===== src/mips_pkg.sv =====
package mips_pkg;

   // widths
   localparam int nb_data     = 32;
   localparam int nb_reg      = 5;
   localparam int nb_function = 6;
   localparam int nb_alu_op   = 3;
   localparam int nb_ope      = 4;

   // opcodes
   localparam logic [5:0] op_rtype = 6'h00;
   localparam logic [5:0] op_jal   = 6'h03;
   localparam logic [5:0] op_addi  = 6'h08;
   localparam logic [5:0] op_slti  = 6'h0a;
   localparam logic [5:0] op_andi  = 6'h0c;
   localparam logic [5:0] op_ori   = 6'h0d;

   // r-type function field
   localparam logic [nb_function-1:0] fn_sll = 6'h00;
   localparam logic [nb_function-1:0] fn_srl = 6'h02;
   localparam logic [nb_function-1:0] fn_add = 6'h20;
   localparam logic [nb_function-1:0] fn_sub = 6'h22;
   localparam logic [nb_function-1:0] fn_and = 6'h24;
   localparam logic [nb_function-1:0] fn_or  = 6'h25;
   localparam logic [nb_function-1:0] fn_xor = 6'h26;
   localparam logic [nb_function-1:0] fn_nor = 6'h27;
   localparam logic [nb_function-1:0] fn_slt = 6'h2a;

   // control class out of decode
   localparam logic [nb_alu_op-1:0] aop_rtype = 3'd0;
   localparam logic [nb_alu_op-1:0] aop_add   = 3'd1;
   localparam logic [nb_alu_op-1:0] aop_and   = 3'd2;
   localparam logic [nb_alu_op-1:0] aop_or    = 3'd3;
   localparam logic [nb_alu_op-1:0] aop_slt   = 3'd4;

   localparam logic [nb_ope-1:0] ope_add = 4'd0;
   localparam logic [nb_ope-1:0] ope_sub = 4'd1;
   localparam logic [nb_ope-1:0] ope_and = 4'd2;
   localparam logic [nb_ope-1:0] ope_or  = 4'd3;
   localparam logic [nb_ope-1:0] ope_xor = 4'd4;
   localparam logic [nb_ope-1:0] ope_nor = 4'd5;
   localparam logic [nb_ope-1:0] ope_slt = 4'd6;
   localparam logic [nb_ope-1:0] ope_sll = 4'd7;
   localparam logic [nb_ope-1:0] ope_srl = 4'd8;

   // operand and destination selects
   localparam logic [1:0] pc_to_a        = 2'd0;
   localparam logic [1:0] rs_to_a        = 2'd1;
   localparam logic [1:0] sext_to_a      = 2'd2;
   localparam logic       rt_to_b        = 1'b0;
   localparam logic       sext_to_b      = 1'b1;
   localparam logic [1:0] from_id_ex     = 2'd0;
   localparam logic [1:0] from_ex_mem    = 2'd1;
   localparam logic [1:0] from_mem_wb    = 2'd2;
   localparam logic [1:0] dest_from_rd   = 2'd0;
   localparam logic [1:0] dest_from_rt   = 2'd1;
   localparam logic [1:0] dest_to_return = 2'd2;

   localparam logic [nb_reg-1:0] return_reg = 5'd31;

   // one instruction word, two views
   typedef union packed {
      struct packed {
         logic [5:0]             opcode;
         logic [nb_reg-1:0]      rs;
         logic [nb_reg-1:0]      rt;
         logic [nb_reg-1:0]      rd;
         logic [4:0]             shamt;
         logic [nb_function-1:0] funct;
      } r_fields;
      struct packed {
         logic [5:0]        opcode;
         logic [nb_reg-1:0] rs;
         logic [nb_reg-1:0] rt;
         logic [15:0]       imm16;
      } i_fields;
   } instr_t;

endpackage


===== src/register_file.sv =====
`timescale 1ns/1ns

module register_file
   import mips_pkg::*;
(
   input  logic               i_clk,
   input  logic               i_rst,
   input  logic [nb_reg-1:0]  i_rs_addr,
   input  logic [nb_reg-1:0]  i_rt_addr,
   output logic [nb_data-1:0] o_rs_data,
   output logic [nb_data-1:0] o_rt_data,
   input  logic               i_ex_valid,
   input  logic [nb_reg-1:0]  i_ex_dst,
   input  logic [nb_data-1:0] i_ex_result,
   output logic               o_wb_valid,
   output logic [nb_reg-1:0]  o_wb_dst,
   output logic [nb_data-1:0] o_wb_data
);

   logic [nb_data-1:0] regs [32];

   // mem/wb stage, memory is a plain pass-through here
   always_ff @(posedge i_clk) begin
      if (i_rst) begin
         o_wb_valid <= 1'b0;
      end else begin
         o_wb_valid <= i_ex_valid;
      end
      o_wb_dst  <= i_ex_dst;
      o_wb_data <= i_ex_result;
   end

   always_ff @(posedge i_clk) begin
      if (i_rst) begin
         for (int k = 0; k < 32; k++) begin
            regs[k] <= '0;
         end
      end else if (o_wb_valid) begin
         regs[o_wb_dst] <= o_wb_data; // dst is never 0 here
      end
   end

   // write-through so decode sees the value being written this cycle
   always_comb begin
      if (i_rs_addr == '0)                         o_rs_data = '0;
      else if (o_wb_valid && i_rs_addr == o_wb_dst) o_rs_data = o_wb_data;
      else                                          o_rs_data = regs[i_rs_addr];
      if (i_rt_addr == '0)                         o_rt_data = '0;
      else if (o_wb_valid && i_rt_addr == o_wb_dst) o_rt_data = o_wb_data;
      else                                          o_rt_data = regs[i_rt_addr];
   end

endmodule


===== src/decode_stage.sv =====
`timescale 1ns/1ns

module decode_stage
   import mips_pkg::*;
(
   input  logic                   i_clk,
   input  logic                   i_rst,
   input  logic                   i_instr_valid,
   input  instr_t                 i_instr,
   output logic [nb_reg-1:0]      o_rs_addr,
   output logic [nb_reg-1:0]      o_rt_addr,
   input  logic [nb_data-1:0]     i_rs_data,
   input  logic [nb_data-1:0]     i_rt_data,
   output logic                   o_valid,
   output logic                   o_reg_write,
   output logic [nb_alu_op-1:0]   o_alu_op,
   output logic [1:0]             o_mux_a_ctl,
   output logic                   o_mux_b_ctl,
   output logic [1:0]             o_mux_dest_ctl,
   output logic [nb_reg-1:0]      o_rs,
   output logic [nb_reg-1:0]      o_rt,
   output logic [nb_reg-1:0]      o_rd,
   output logic [nb_function-1:0] o_function,
   output logic [nb_data-1:0]     o_rs_reg,
   output logic [nb_data-1:0]     o_rt_reg,
   output logic [nb_data-1:0]     o_sign_ext,
   output logic [nb_data-1:0]     o_pc_4
);

   logic [nb_data-1:0]   pc;
   logic                 writes;
   logic                 is_shift;
   logic [nb_alu_op-1:0] alu_op;
   logic [1:0]           mux_a;
   logic                 mux_b;
   logic [1:0]           mux_dest;
   logic [nb_reg-1:0]    dst;
   logic [nb_data-1:0]   sign_ext;

   assign o_rs_addr = i_instr.i_fields.rs;
   assign o_rt_addr = i_instr.i_fields.rt;
   assign is_shift  = (i_instr.r_fields.funct == fn_sll) || (i_instr.r_fields.funct == fn_srl);

   always_comb begin
      writes   = 1'b1;
      alu_op   = aop_add;
      mux_a    = rs_to_a;
      mux_b    = sext_to_b;
      mux_dest = dest_from_rt;
      case (i_instr.r_fields.opcode)
         op_rtype: begin
            alu_op   = aop_rtype;
            mux_a    = is_shift ? sext_to_a : rs_to_a; // shamt rides in sext[10:6]
            mux_b    = rt_to_b;
            mux_dest = dest_from_rd;
         end
         op_addi: alu_op = aop_add;
         op_andi: alu_op = aop_and;
         op_ori:  alu_op = aop_or;
         op_slti: alu_op = aop_slt;
         op_jal: begin
            mux_a    = pc_to_a; // pc+4 plus zero
            mux_dest = dest_to_return;
         end
         default: writes = 1'b0;
      endcase
   end

   // only needed here for the register 0 check
   always_comb begin
      case (mux_dest)
         dest_from_rd: dst = i_instr.r_fields.rd;
         dest_from_rt: dst = i_instr.i_fields.rt;
         default:      dst = return_reg;
      endcase
   end

   assign sign_ext = (i_instr.i_fields.opcode == op_jal) ? '0
                   : {{16{i_instr.i_fields.imm16[15]}}, i_instr.i_fields.imm16};

   always_ff @(posedge i_clk) begin
      if (i_rst) begin
         pc          <= '0;
         o_valid     <= 1'b0;
         o_reg_write <= 1'b0;
      end else begin
         if (i_instr_valid) pc <= pc + 32'd4;
         o_valid     <= i_instr_valid;
         o_reg_write <= i_instr_valid && writes && (dst != '0);
      end
   end

   // id/ex payload
   always_ff @(posedge i_clk) begin
      o_alu_op       <= alu_op;
      o_mux_a_ctl    <= mux_a;
      o_mux_b_ctl    <= mux_b;
      o_mux_dest_ctl <= mux_dest;
      o_rs           <= i_instr.r_fields.rs;
      o_rt           <= i_instr.r_fields.rt;
      o_rd           <= i_instr.r_fields.rd;
      o_function     <= i_instr.r_fields.funct;
      o_rs_reg       <= i_rs_data;
      o_rt_reg       <= i_rt_data;
      o_sign_ext     <= sign_ext;
      o_pc_4         <= pc + 32'd4;
   end

endmodule


===== src/alu_control.sv =====
`timescale 1ns/1ns

module alu_control
   import mips_pkg::*;
(
   input  logic [nb_alu_op-1:0]   i_alu_op,
   input  logic [nb_function-1:0] i_function,
   output logic [nb_ope-1:0]      o_ope
);

   logic [nb_ope-1:0] fn_ope;

   // r-type, operation comes from the function field
   always_comb begin
      case (i_function)
         fn_add:  fn_ope = ope_add;
         fn_sub:  fn_ope = ope_sub;
         fn_and:  fn_ope = ope_and;
         fn_or:   fn_ope = ope_or;
         fn_xor:  fn_ope = ope_xor;
         fn_nor:  fn_ope = ope_nor;
         fn_slt:  fn_ope = ope_slt;
         fn_sll:  fn_ope = ope_sll;
         fn_srl:  fn_ope = ope_srl;
         default: fn_ope = 4'hf; // alu returns 0
      endcase
   end

   always_comb begin
      case (i_alu_op)
         aop_rtype: o_ope = fn_ope;
         aop_and:   o_ope = ope_and;
         aop_or:    o_ope = ope_or;
         aop_slt:   o_ope = ope_slt;
         default:   o_ope = ope_add; // addi, jal
      endcase
   end

endmodule


===== src/alu.sv =====
`timescale 1ns/1ns

module alu
   import mips_pkg::*;
(
   input  logic [nb_data-1:0] i_data_a,
   input  logic [nb_data-1:0] i_data_b,
   input  logic [nb_ope-1:0]  i_ope,
   output logic [nb_data-1:0] o_alu
);

   logic [4:0] shamt;
   logic       less;

   assign shamt = i_data_a[10:6]; // shift amount out of the sign extension
   assign less  = $signed(i_data_a) < $signed(i_data_b);

   always_comb begin
      case (i_ope)
         ope_add: o_alu = i_data_a + i_data_b; // wraps
         ope_sub: o_alu = i_data_a - i_data_b;
         ope_and: o_alu = i_data_a & i_data_b;
         ope_or:  o_alu = i_data_a | i_data_b;
         ope_xor: o_alu = i_data_a ^ i_data_b;
         ope_nor: o_alu = ~(i_data_a | i_data_b);
         ope_slt: o_alu = {{(nb_data - 1){1'b0}}, less};
         ope_sll: o_alu = i_data_b << shamt;
         ope_srl: o_alu = i_data_b >> shamt;
         default: o_alu = '0;
      endcase
   end

endmodule


===== src/forwarding_unit.sv =====
`timescale 1ns/1ns

module forwarding_unit
   import mips_pkg::*;
(
   input  logic [nb_reg-1:0] i_rs,
   input  logic [nb_reg-1:0] i_rt,
   input  logic              i_ex_mem_valid,
   input  logic [nb_reg-1:0] i_ex_mem_dst,
   input  logic              i_mem_wb_valid,
   input  logic [nb_reg-1:0] i_mem_wb_dst,
   output logic [1:0]        o_mux_a_hz,
   output logic [1:0]        o_mux_b_hz
);

   // valid already includes reg_write, and dst 0 never gets it
   function automatic logic [1:0] hz_sel(input logic [nb_reg-1:0] src);
      logic [1:0] sel;
      sel = from_id_ex;
      if (i_ex_mem_valid && i_ex_mem_dst == src) begin
         sel = from_ex_mem; // youngest result wins
      end else if (i_mem_wb_valid && i_mem_wb_dst == src) begin
         sel = from_mem_wb;
      end
      return sel;
   endfunction

   always_comb begin
      o_mux_a_hz = hz_sel(i_rs);
      o_mux_b_hz = hz_sel(i_rt);
   end

endmodule


===== src/execute_stage.sv =====
`timescale 1ns/1ns

module execute_stage
   import mips_pkg::*;
(
   input  logic                   i_clk,
   input  logic                   i_rst,
   input  logic                   i_valid,
   input  logic                   i_reg_write,
   input  logic [nb_alu_op-1:0]   i_alu_op,
   input  logic [1:0]             i_mux_a_ctl,
   input  logic                   i_mux_b_ctl,
   input  logic [1:0]             i_mux_dest_ctl,
   input  logic [nb_reg-1:0]      i_rt,
   input  logic [nb_reg-1:0]      i_rd,
   input  logic [nb_function-1:0] i_function,
   input  logic [nb_data-1:0]     i_rs_reg,
   input  logic [nb_data-1:0]     i_rt_reg,
   input  logic [nb_data-1:0]     i_sign_ext,
   input  logic [nb_data-1:0]     i_pc_4,
   input  logic [1:0]             i_mux_a_hz,
   input  logic [1:0]             i_mux_b_hz,
   input  logic [nb_data-1:0]     i_mem_wb_data,
   output logic                   o_valid,
   output logic [nb_reg-1:0]      o_dst,
   output logic [nb_data-1:0]     o_result
);

   logic [nb_ope-1:0]  ope;
   logic [nb_data-1:0] rs_fwd;
   logic [nb_data-1:0] rt_fwd;
   logic [nb_data-1:0] data_a;
   logic [nb_data-1:0] data_b;
   logic [nb_data-1:0] alu_out;
   logic [nb_reg-1:0]  dst;

   function automatic logic [nb_data-1:0] fwd(input logic [1:0] sel,
                                              input logic [nb_data-1:0] reg_data);
      case (sel)
         from_ex_mem: return o_result;
         from_mem_wb: return i_mem_wb_data;
         default:     return reg_data;
      endcase
   endfunction

   // forward into register data only, so pc+4 and immediates stay put
   always_comb begin
      rs_fwd = fwd(i_mux_a_hz, i_rs_reg);
      rt_fwd = fwd(i_mux_b_hz, i_rt_reg);
   end

   always_comb begin
      case (i_mux_a_ctl)
         pc_to_a:   data_a = i_pc_4;
         sext_to_a: data_a = i_sign_ext;
         default:   data_a = rs_fwd;
      endcase
      case (i_mux_dest_ctl)
         dest_from_rt:   dst = i_rt;
         dest_to_return: dst = return_reg;
         default:        dst = i_rd;
      endcase
   end

   assign data_b = (i_mux_b_ctl == sext_to_b) ? i_sign_ext : rt_fwd;

   alu_control u_alu_control (
      .i_alu_op   (i_alu_op),
      .i_function (i_function),
      .o_ope      (ope)
   );

   alu u_alu (
      .i_data_a (data_a),
      .i_data_b (data_b),
      .i_ope    (ope),
      .o_alu    (alu_out)
   );

   // ex/mem
   always_ff @(posedge i_clk) begin
      if (i_rst) begin
         o_valid <= 1'b0;
      end else begin
         o_valid <= i_valid && i_reg_write; // only real writes go on
      end
      o_dst    <= dst;
      o_result <= alu_out;
   end

endmodule


===== src/mips_ex_core.sv =====
`timescale 1ns/1ns

module mips_ex_core
   import mips_pkg::*;
(
   input  logic               i_clk,
   input  logic               i_rst,
   input  logic               i_instr_valid,
   input  instr_t             i_instr,
   output logic               o_wb_valid,
   output logic [nb_reg-1:0]  o_wb_dst,
   output logic [nb_data-1:0] o_wb_data
);

   logic [nb_reg-1:0]      rs_addr, rt_addr;
   logic [nb_data-1:0]     rs_data, rt_data;
   logic                   id_valid, id_reg_write, id_mux_b_ctl;
   logic [nb_alu_op-1:0]   id_alu_op;
   logic [1:0]             id_mux_a_ctl, id_mux_dest_ctl;
   logic [nb_reg-1:0]      id_rs, id_rt, id_rd;
   logic [nb_function-1:0] id_function;
   logic [nb_data-1:0]     id_rs_reg, id_rt_reg, id_sign_ext, id_pc_4;
   logic                   ex_valid;
   logic [nb_reg-1:0]      ex_dst;
   logic [nb_data-1:0]     ex_result;
   logic [1:0]             mux_a_hz, mux_b_hz;

   decode_stage u_decode (
      .i_clk (i_clk), .i_rst (i_rst),
      .i_instr_valid (i_instr_valid), .i_instr (i_instr),
      .o_rs_addr (rs_addr), .o_rt_addr (rt_addr),
      .i_rs_data (rs_data), .i_rt_data (rt_data),
      .o_valid (id_valid), .o_reg_write (id_reg_write), .o_alu_op (id_alu_op),
      .o_mux_a_ctl (id_mux_a_ctl), .o_mux_b_ctl (id_mux_b_ctl),
      .o_mux_dest_ctl (id_mux_dest_ctl),
      .o_rs (id_rs), .o_rt (id_rt), .o_rd (id_rd), .o_function (id_function),
      .o_rs_reg (id_rs_reg), .o_rt_reg (id_rt_reg),
      .o_sign_ext (id_sign_ext), .o_pc_4 (id_pc_4)
   );

   register_file u_register_file (
      .i_clk (i_clk), .i_rst (i_rst),
      .i_rs_addr (rs_addr), .i_rt_addr (rt_addr),
      .o_rs_data (rs_data), .o_rt_data (rt_data),
      .i_ex_valid (ex_valid), .i_ex_dst (ex_dst), .i_ex_result (ex_result),
      .o_wb_valid (o_wb_valid), .o_wb_dst (o_wb_dst), .o_wb_data (o_wb_data)
   );

   forwarding_unit u_forwarding (
      .i_rs (id_rs), .i_rt (id_rt),
      .i_ex_mem_valid (ex_valid), .i_ex_mem_dst (ex_dst),
      .i_mem_wb_valid (o_wb_valid), .i_mem_wb_dst (o_wb_dst),
      .o_mux_a_hz (mux_a_hz), .o_mux_b_hz (mux_b_hz)
   );

   execute_stage u_execute (
      .i_clk (i_clk), .i_rst (i_rst),
      .i_valid (id_valid), .i_reg_write (id_reg_write), .i_alu_op (id_alu_op),
      .i_mux_a_ctl (id_mux_a_ctl), .i_mux_b_ctl (id_mux_b_ctl),
      .i_mux_dest_ctl (id_mux_dest_ctl),
      .i_rt (id_rt), .i_rd (id_rd), .i_function (id_function),
      .i_rs_reg (id_rs_reg), .i_rt_reg (id_rt_reg),
      .i_sign_ext (id_sign_ext), .i_pc_4 (id_pc_4),
      .i_mux_a_hz (mux_a_hz), .i_mux_b_hz (mux_b_hz), .i_mem_wb_data (o_wb_data),
      .o_valid (ex_valid), .o_dst (ex_dst), .o_result (ex_result)
   );

endmodule


===== config.mk =====
export PLATFORM = sky130hd
export DESIGN_NAME = mips_ex_core
export DESIGN_NICKNAME = d
export VERILOG_FILES = /design/src/mips_pkg.sv /design/src/register_file.sv /design/src/decode_stage.sv /design/src/alu_control.sv /design/src/alu.sv /design/src/forwarding_unit.sv /design/src/execute_stage.sv /design/src/mips_ex_core.sv
export SDC_FILE = /design/constraint.sdc
export NUM_CORES = 2
export LEC_CHECK = 0
export BUFFER_PORTS_ARGS = -buffer_cell sky130_fd_sc_hd__buf_2
export CORE_MARGIN = 4
export CORE_UTILIZATION = 30
export DETAILED_ROUTE_END_ITERATION = 10
export SYNTH_ARGS = -nofsm -noshare
export SYNTH_HDL_FRONTEND = slang
export SYNTH_HIERARCHICAL = 1
export SYNTH_SLANG_ARGS = --single-unit

===== constraint.sdc =====
create_clock -name i_clk -period 9.5 [get_ports i_clk]
set_input_delay 2.375 -clock i_clk [delete_from_list [all_inputs] [get_ports i_clk]]
set_output_delay 2.375 -clock i_clk [all_outputs]
set_load 0.005 [all_outputs]

==> reports/summary.txt <==
Post-synthesis sequential area ratio: 0.489
Clock Tree Buf Depth: 3
Die X: 501 um
Worst hold slack: 0.370 ns
Leakage power: 29.3 nW
Switching part of the total: 0.321
Root Buffer: clkbuf_16
Residual DRC: 0
Total CTS buffers: 148
Crit path cell chain: xnor2_1 > nand4_1 > a311oi_1 > ha_1 > buf_4 > inv_2 > o21ai_0 > o22ai_1 > clkinv_1 > ha_1 > nand2_1 > o21ai_0 > a41oi_1 > and4_4 > o41ai_4 > mux2_4 > a211o_1 > or3_1
Final Cycle Share: 0.731
Starting Density: 0.302
Post-Layout Inst Area: 0.0810 sq mm
Via count: 54.8k
Final HPWL DP: 187000 um
Type of the worst setup path: reg -> reg
Slew @ Worst Pin: 1.33 ns
Pre-antenna DRT Iters: 8
Layout Skew: 0.0419 ns
Placement Cell Area: 0.0764 sq mm
Switch Pwr: 4.91 mW
RePlAce Congestion: 1.00
RSZ-0062 raised after global routing: no
H-tree Lvls: 4
Total length of routed wires: 294000 um
Synthesized cell area: 0.0729 sq mm
Drt wl/cell: 32.1 um
Layout cell share with drive strength beyond 1: 0.178
Gr usage total: 0.226
Setup bufs post-CTS: 0
Reg-to-reg slack, setup: 2.55 ns
Setup crit start kind: flip-flop
Final Hold Fails: 0
Critical path arrival: 7.64 ns
Area grow syn2layout: 11.0%
CTS tree: built
Die footprint: 0.251 sq mm
DR iter-0 viols: 7838
Core area: 0.241 sq mm
Register clock-pin slew on the reported worst setup and hold paths: 0.07 ns
GR Overflow Total: 0
Routed vias/inst: 5.99
First-pass GRT wire length: 410000 um
Multi-input gate area: 0.0342 sq mm
Worst slew margin: 0.110
Combinational power share: 0.203
Worst vdd ir: 0.217 mV
Worst-Skew Late Latency: 0.80 ns
Die Ht: 501 um
I/O Buffers: 72
Fmax: 144 MHz
CP required: 10.19 ns
Final setup viols: 0
Maximum number of pins on one net before global-route repair: 108
Fillers: 23.6k
Max-cap violations: 0
Total power: 15.3 mW
CP max stage cell: ha_1
Outcome: complete, no violations
Row cnt: 180
Max FFs per register: 1024
Number of flops mapped to enable cells by yosys: 1024
I/O pins: 73
Vias in the first global route: 52.9k
Top_reg_cell synth: edfxtp_1
Yosys cell types: 101
CP max FO: 33
P_int: 10.4 mW
Fin crit period: 6.95 ns
Slowest Stage Delay on Critical Path: 0.70 ns
FF+latch area: 0.0357 sq mm
Finished Layout Cells: 9152
CTS Hold Bufs: 0
Synth Register Bits: 1271
ANT nets after route: 0
Setup TNS: 0 ns
Hold crit path type: reg -> reg
Clock power frac: 0.362
Post-CTS sizing: 0
Syn Inst Count: 6025
Fin nets: 5985
Avg Cell Area, Syn: 12.1 sq um
Async S/R FF share, synth: 0
Synthesis Warnings: 6
Inst Count DP: 8880
Power Density: 189 mW/mm^2
TritonCTS Sinks: 1271
Crit path capture type: flip-flop
Slew Limit Fails: 0
Initial antenna violation count: 18
Register share of total power: 0.434
## final cells by class
type                       instances  area share
inverter                         109     0.00505
multi-input combinational       4033       0.423
clock inverter                    64     0.00732
clock buffer                     195      0.0493
timing repair buffer             282      0.0252
sequential                      1271       0.441
antenna                           13    0.000402
tap                             3185      0.0492
## logic make-up after synthesis
group | synth area share
other cells | 0.0000514
xor+xnor | 0.0109
fa+ha+maj | 0.0182
buf+inv | 0.0460
mux | 0.182
flops | 0.489
compound gates | 0.105
simple gates | 0.148
## critical path: cells and delay by family (launching register included)
family | cells | cell delay [ns]
compound gates | 7 | 2.44
xor+xnor | 1 | 0.19
fa+ha+maj | 2 | 1.01
buf+inv | 3 | 1.35
flops | 1 | 0.63
mux | 1 | 0.34
simple gates | 4 | 0.86
## worst paths after layout
kind / startpoint / to / cells after the start
max: u_register_file/o_wb_dst[3] / u_execute/o_result[24] / 18
max reg2reg: u_register_file/o_wb_dst[3] / u_execute/o_result[24] / 18
min: u_execute/o_result[7] / u_register_file/o_wb_data[7] / 0
min reg2reg: u_execute/o_result[7] / u_register_file/o_wb_data[7] / 0
## cells in the final DEF (no fill, tap or decap), types with 23 or more instances in the layout
cell / instances
mux2_2: 41
buf_2: 65
clkbuf_16: 150
a32o_1: 32
mux2i_1: 349
clkinv_2: 23
nor2_1: 229
a221oi_1: 128
o22ai_1: 127
dfxtp_1: 243
a221o_1: 25
or2_2: 38
and2_1: 1037
ha_1: 102
a211oi_1: 55
o31ai_1: 44
or3_1: 24
xor2_1: 34
nor3_1: 46
nand2b_1: 25
buf_4: 208
nand3_1: 34
nor2b_1: 68
o221ai_1: 48
clkbuf_1: 38
a21oi_1: 185
inv_1: 103
o211ai_1: 24
o21ai_0: 171
edfxtp_1: 1024
nor2_4: 24
xnor2_1: 57
nor4_1: 26
nand4_1: 35
mux4_2: 413
nand2_1: 257
a22oi_1: 90
## through the flow
step / setup slack [ns] / utilization
finish: 2.55 / 0.336
global route: 2.29 / 0.336
CTS: 2.79 / 0.336
detailed placement: 2.77 / 0.317
global placement: 2.85 / 0.317
floorplan: 3.90 / -
## synthesized netlist by cell type (35+ instances only)
cell type,instances,share of area
a21oi_1,185,0.013
a221oi_1,128,0.015
o221ai_1,48,0.0058
a211oi_1,55,0.0057
and2_1,1037,0.089
o22ai_1,132,0.011
o21ai_0,171,0.012
nor2_1,263,0.014
inv_1,104,0.0054
a22oi_1,90,0.0093
nor3_1,49,0.0034
mux4_2,413,0.13
nand2_1,257,0.013
mux2i_1,349,0.048
nor2b_1,72,0.0062
o31ai_1,44,0.0045
xnor2_1,57,0.0068
ha_1,103,0.018
clkbuf_1,377,0.019
buf_2,113,0.0078
dfxtp_1,247,0.068
mux2_2,41,0.0063
or2_2,38,0.0033
nand4_1,35,0.0030
edfxtp_1,1024,0.42
buf_4,65,0.0067
## metal layers
metal | vias up | share of wire | track usage
li1 | 22400 | - | -
met1 | 28000 | 0.38 | 0.293
met2 | 3748 | 0.45 | 0.349
met3 | 713 | 0.12 | 0.0685
met4 | 4 | 0.051 | 0.0997
met5 | - | 0.00046 | 0.00232
## power by group through the flow
| stage | clock network (mW) | registers, mW | logic, mW |
|---|---|---|---|
| global placement | 0 | 6.73 | 3.01 |
| detailed placement | 0 | 6.73 | 3.02 |
| finish | 5.54 | 6.64 | 3.11 |
| floorplan | 0 | 6.62 | 1.70 |
| CTS | 5.60 | 6.62 | 3.03 |
| global route | 5.83 | 6.66 | 3.23 |
No activity file was read; power rests on OpenSTA's default activity.
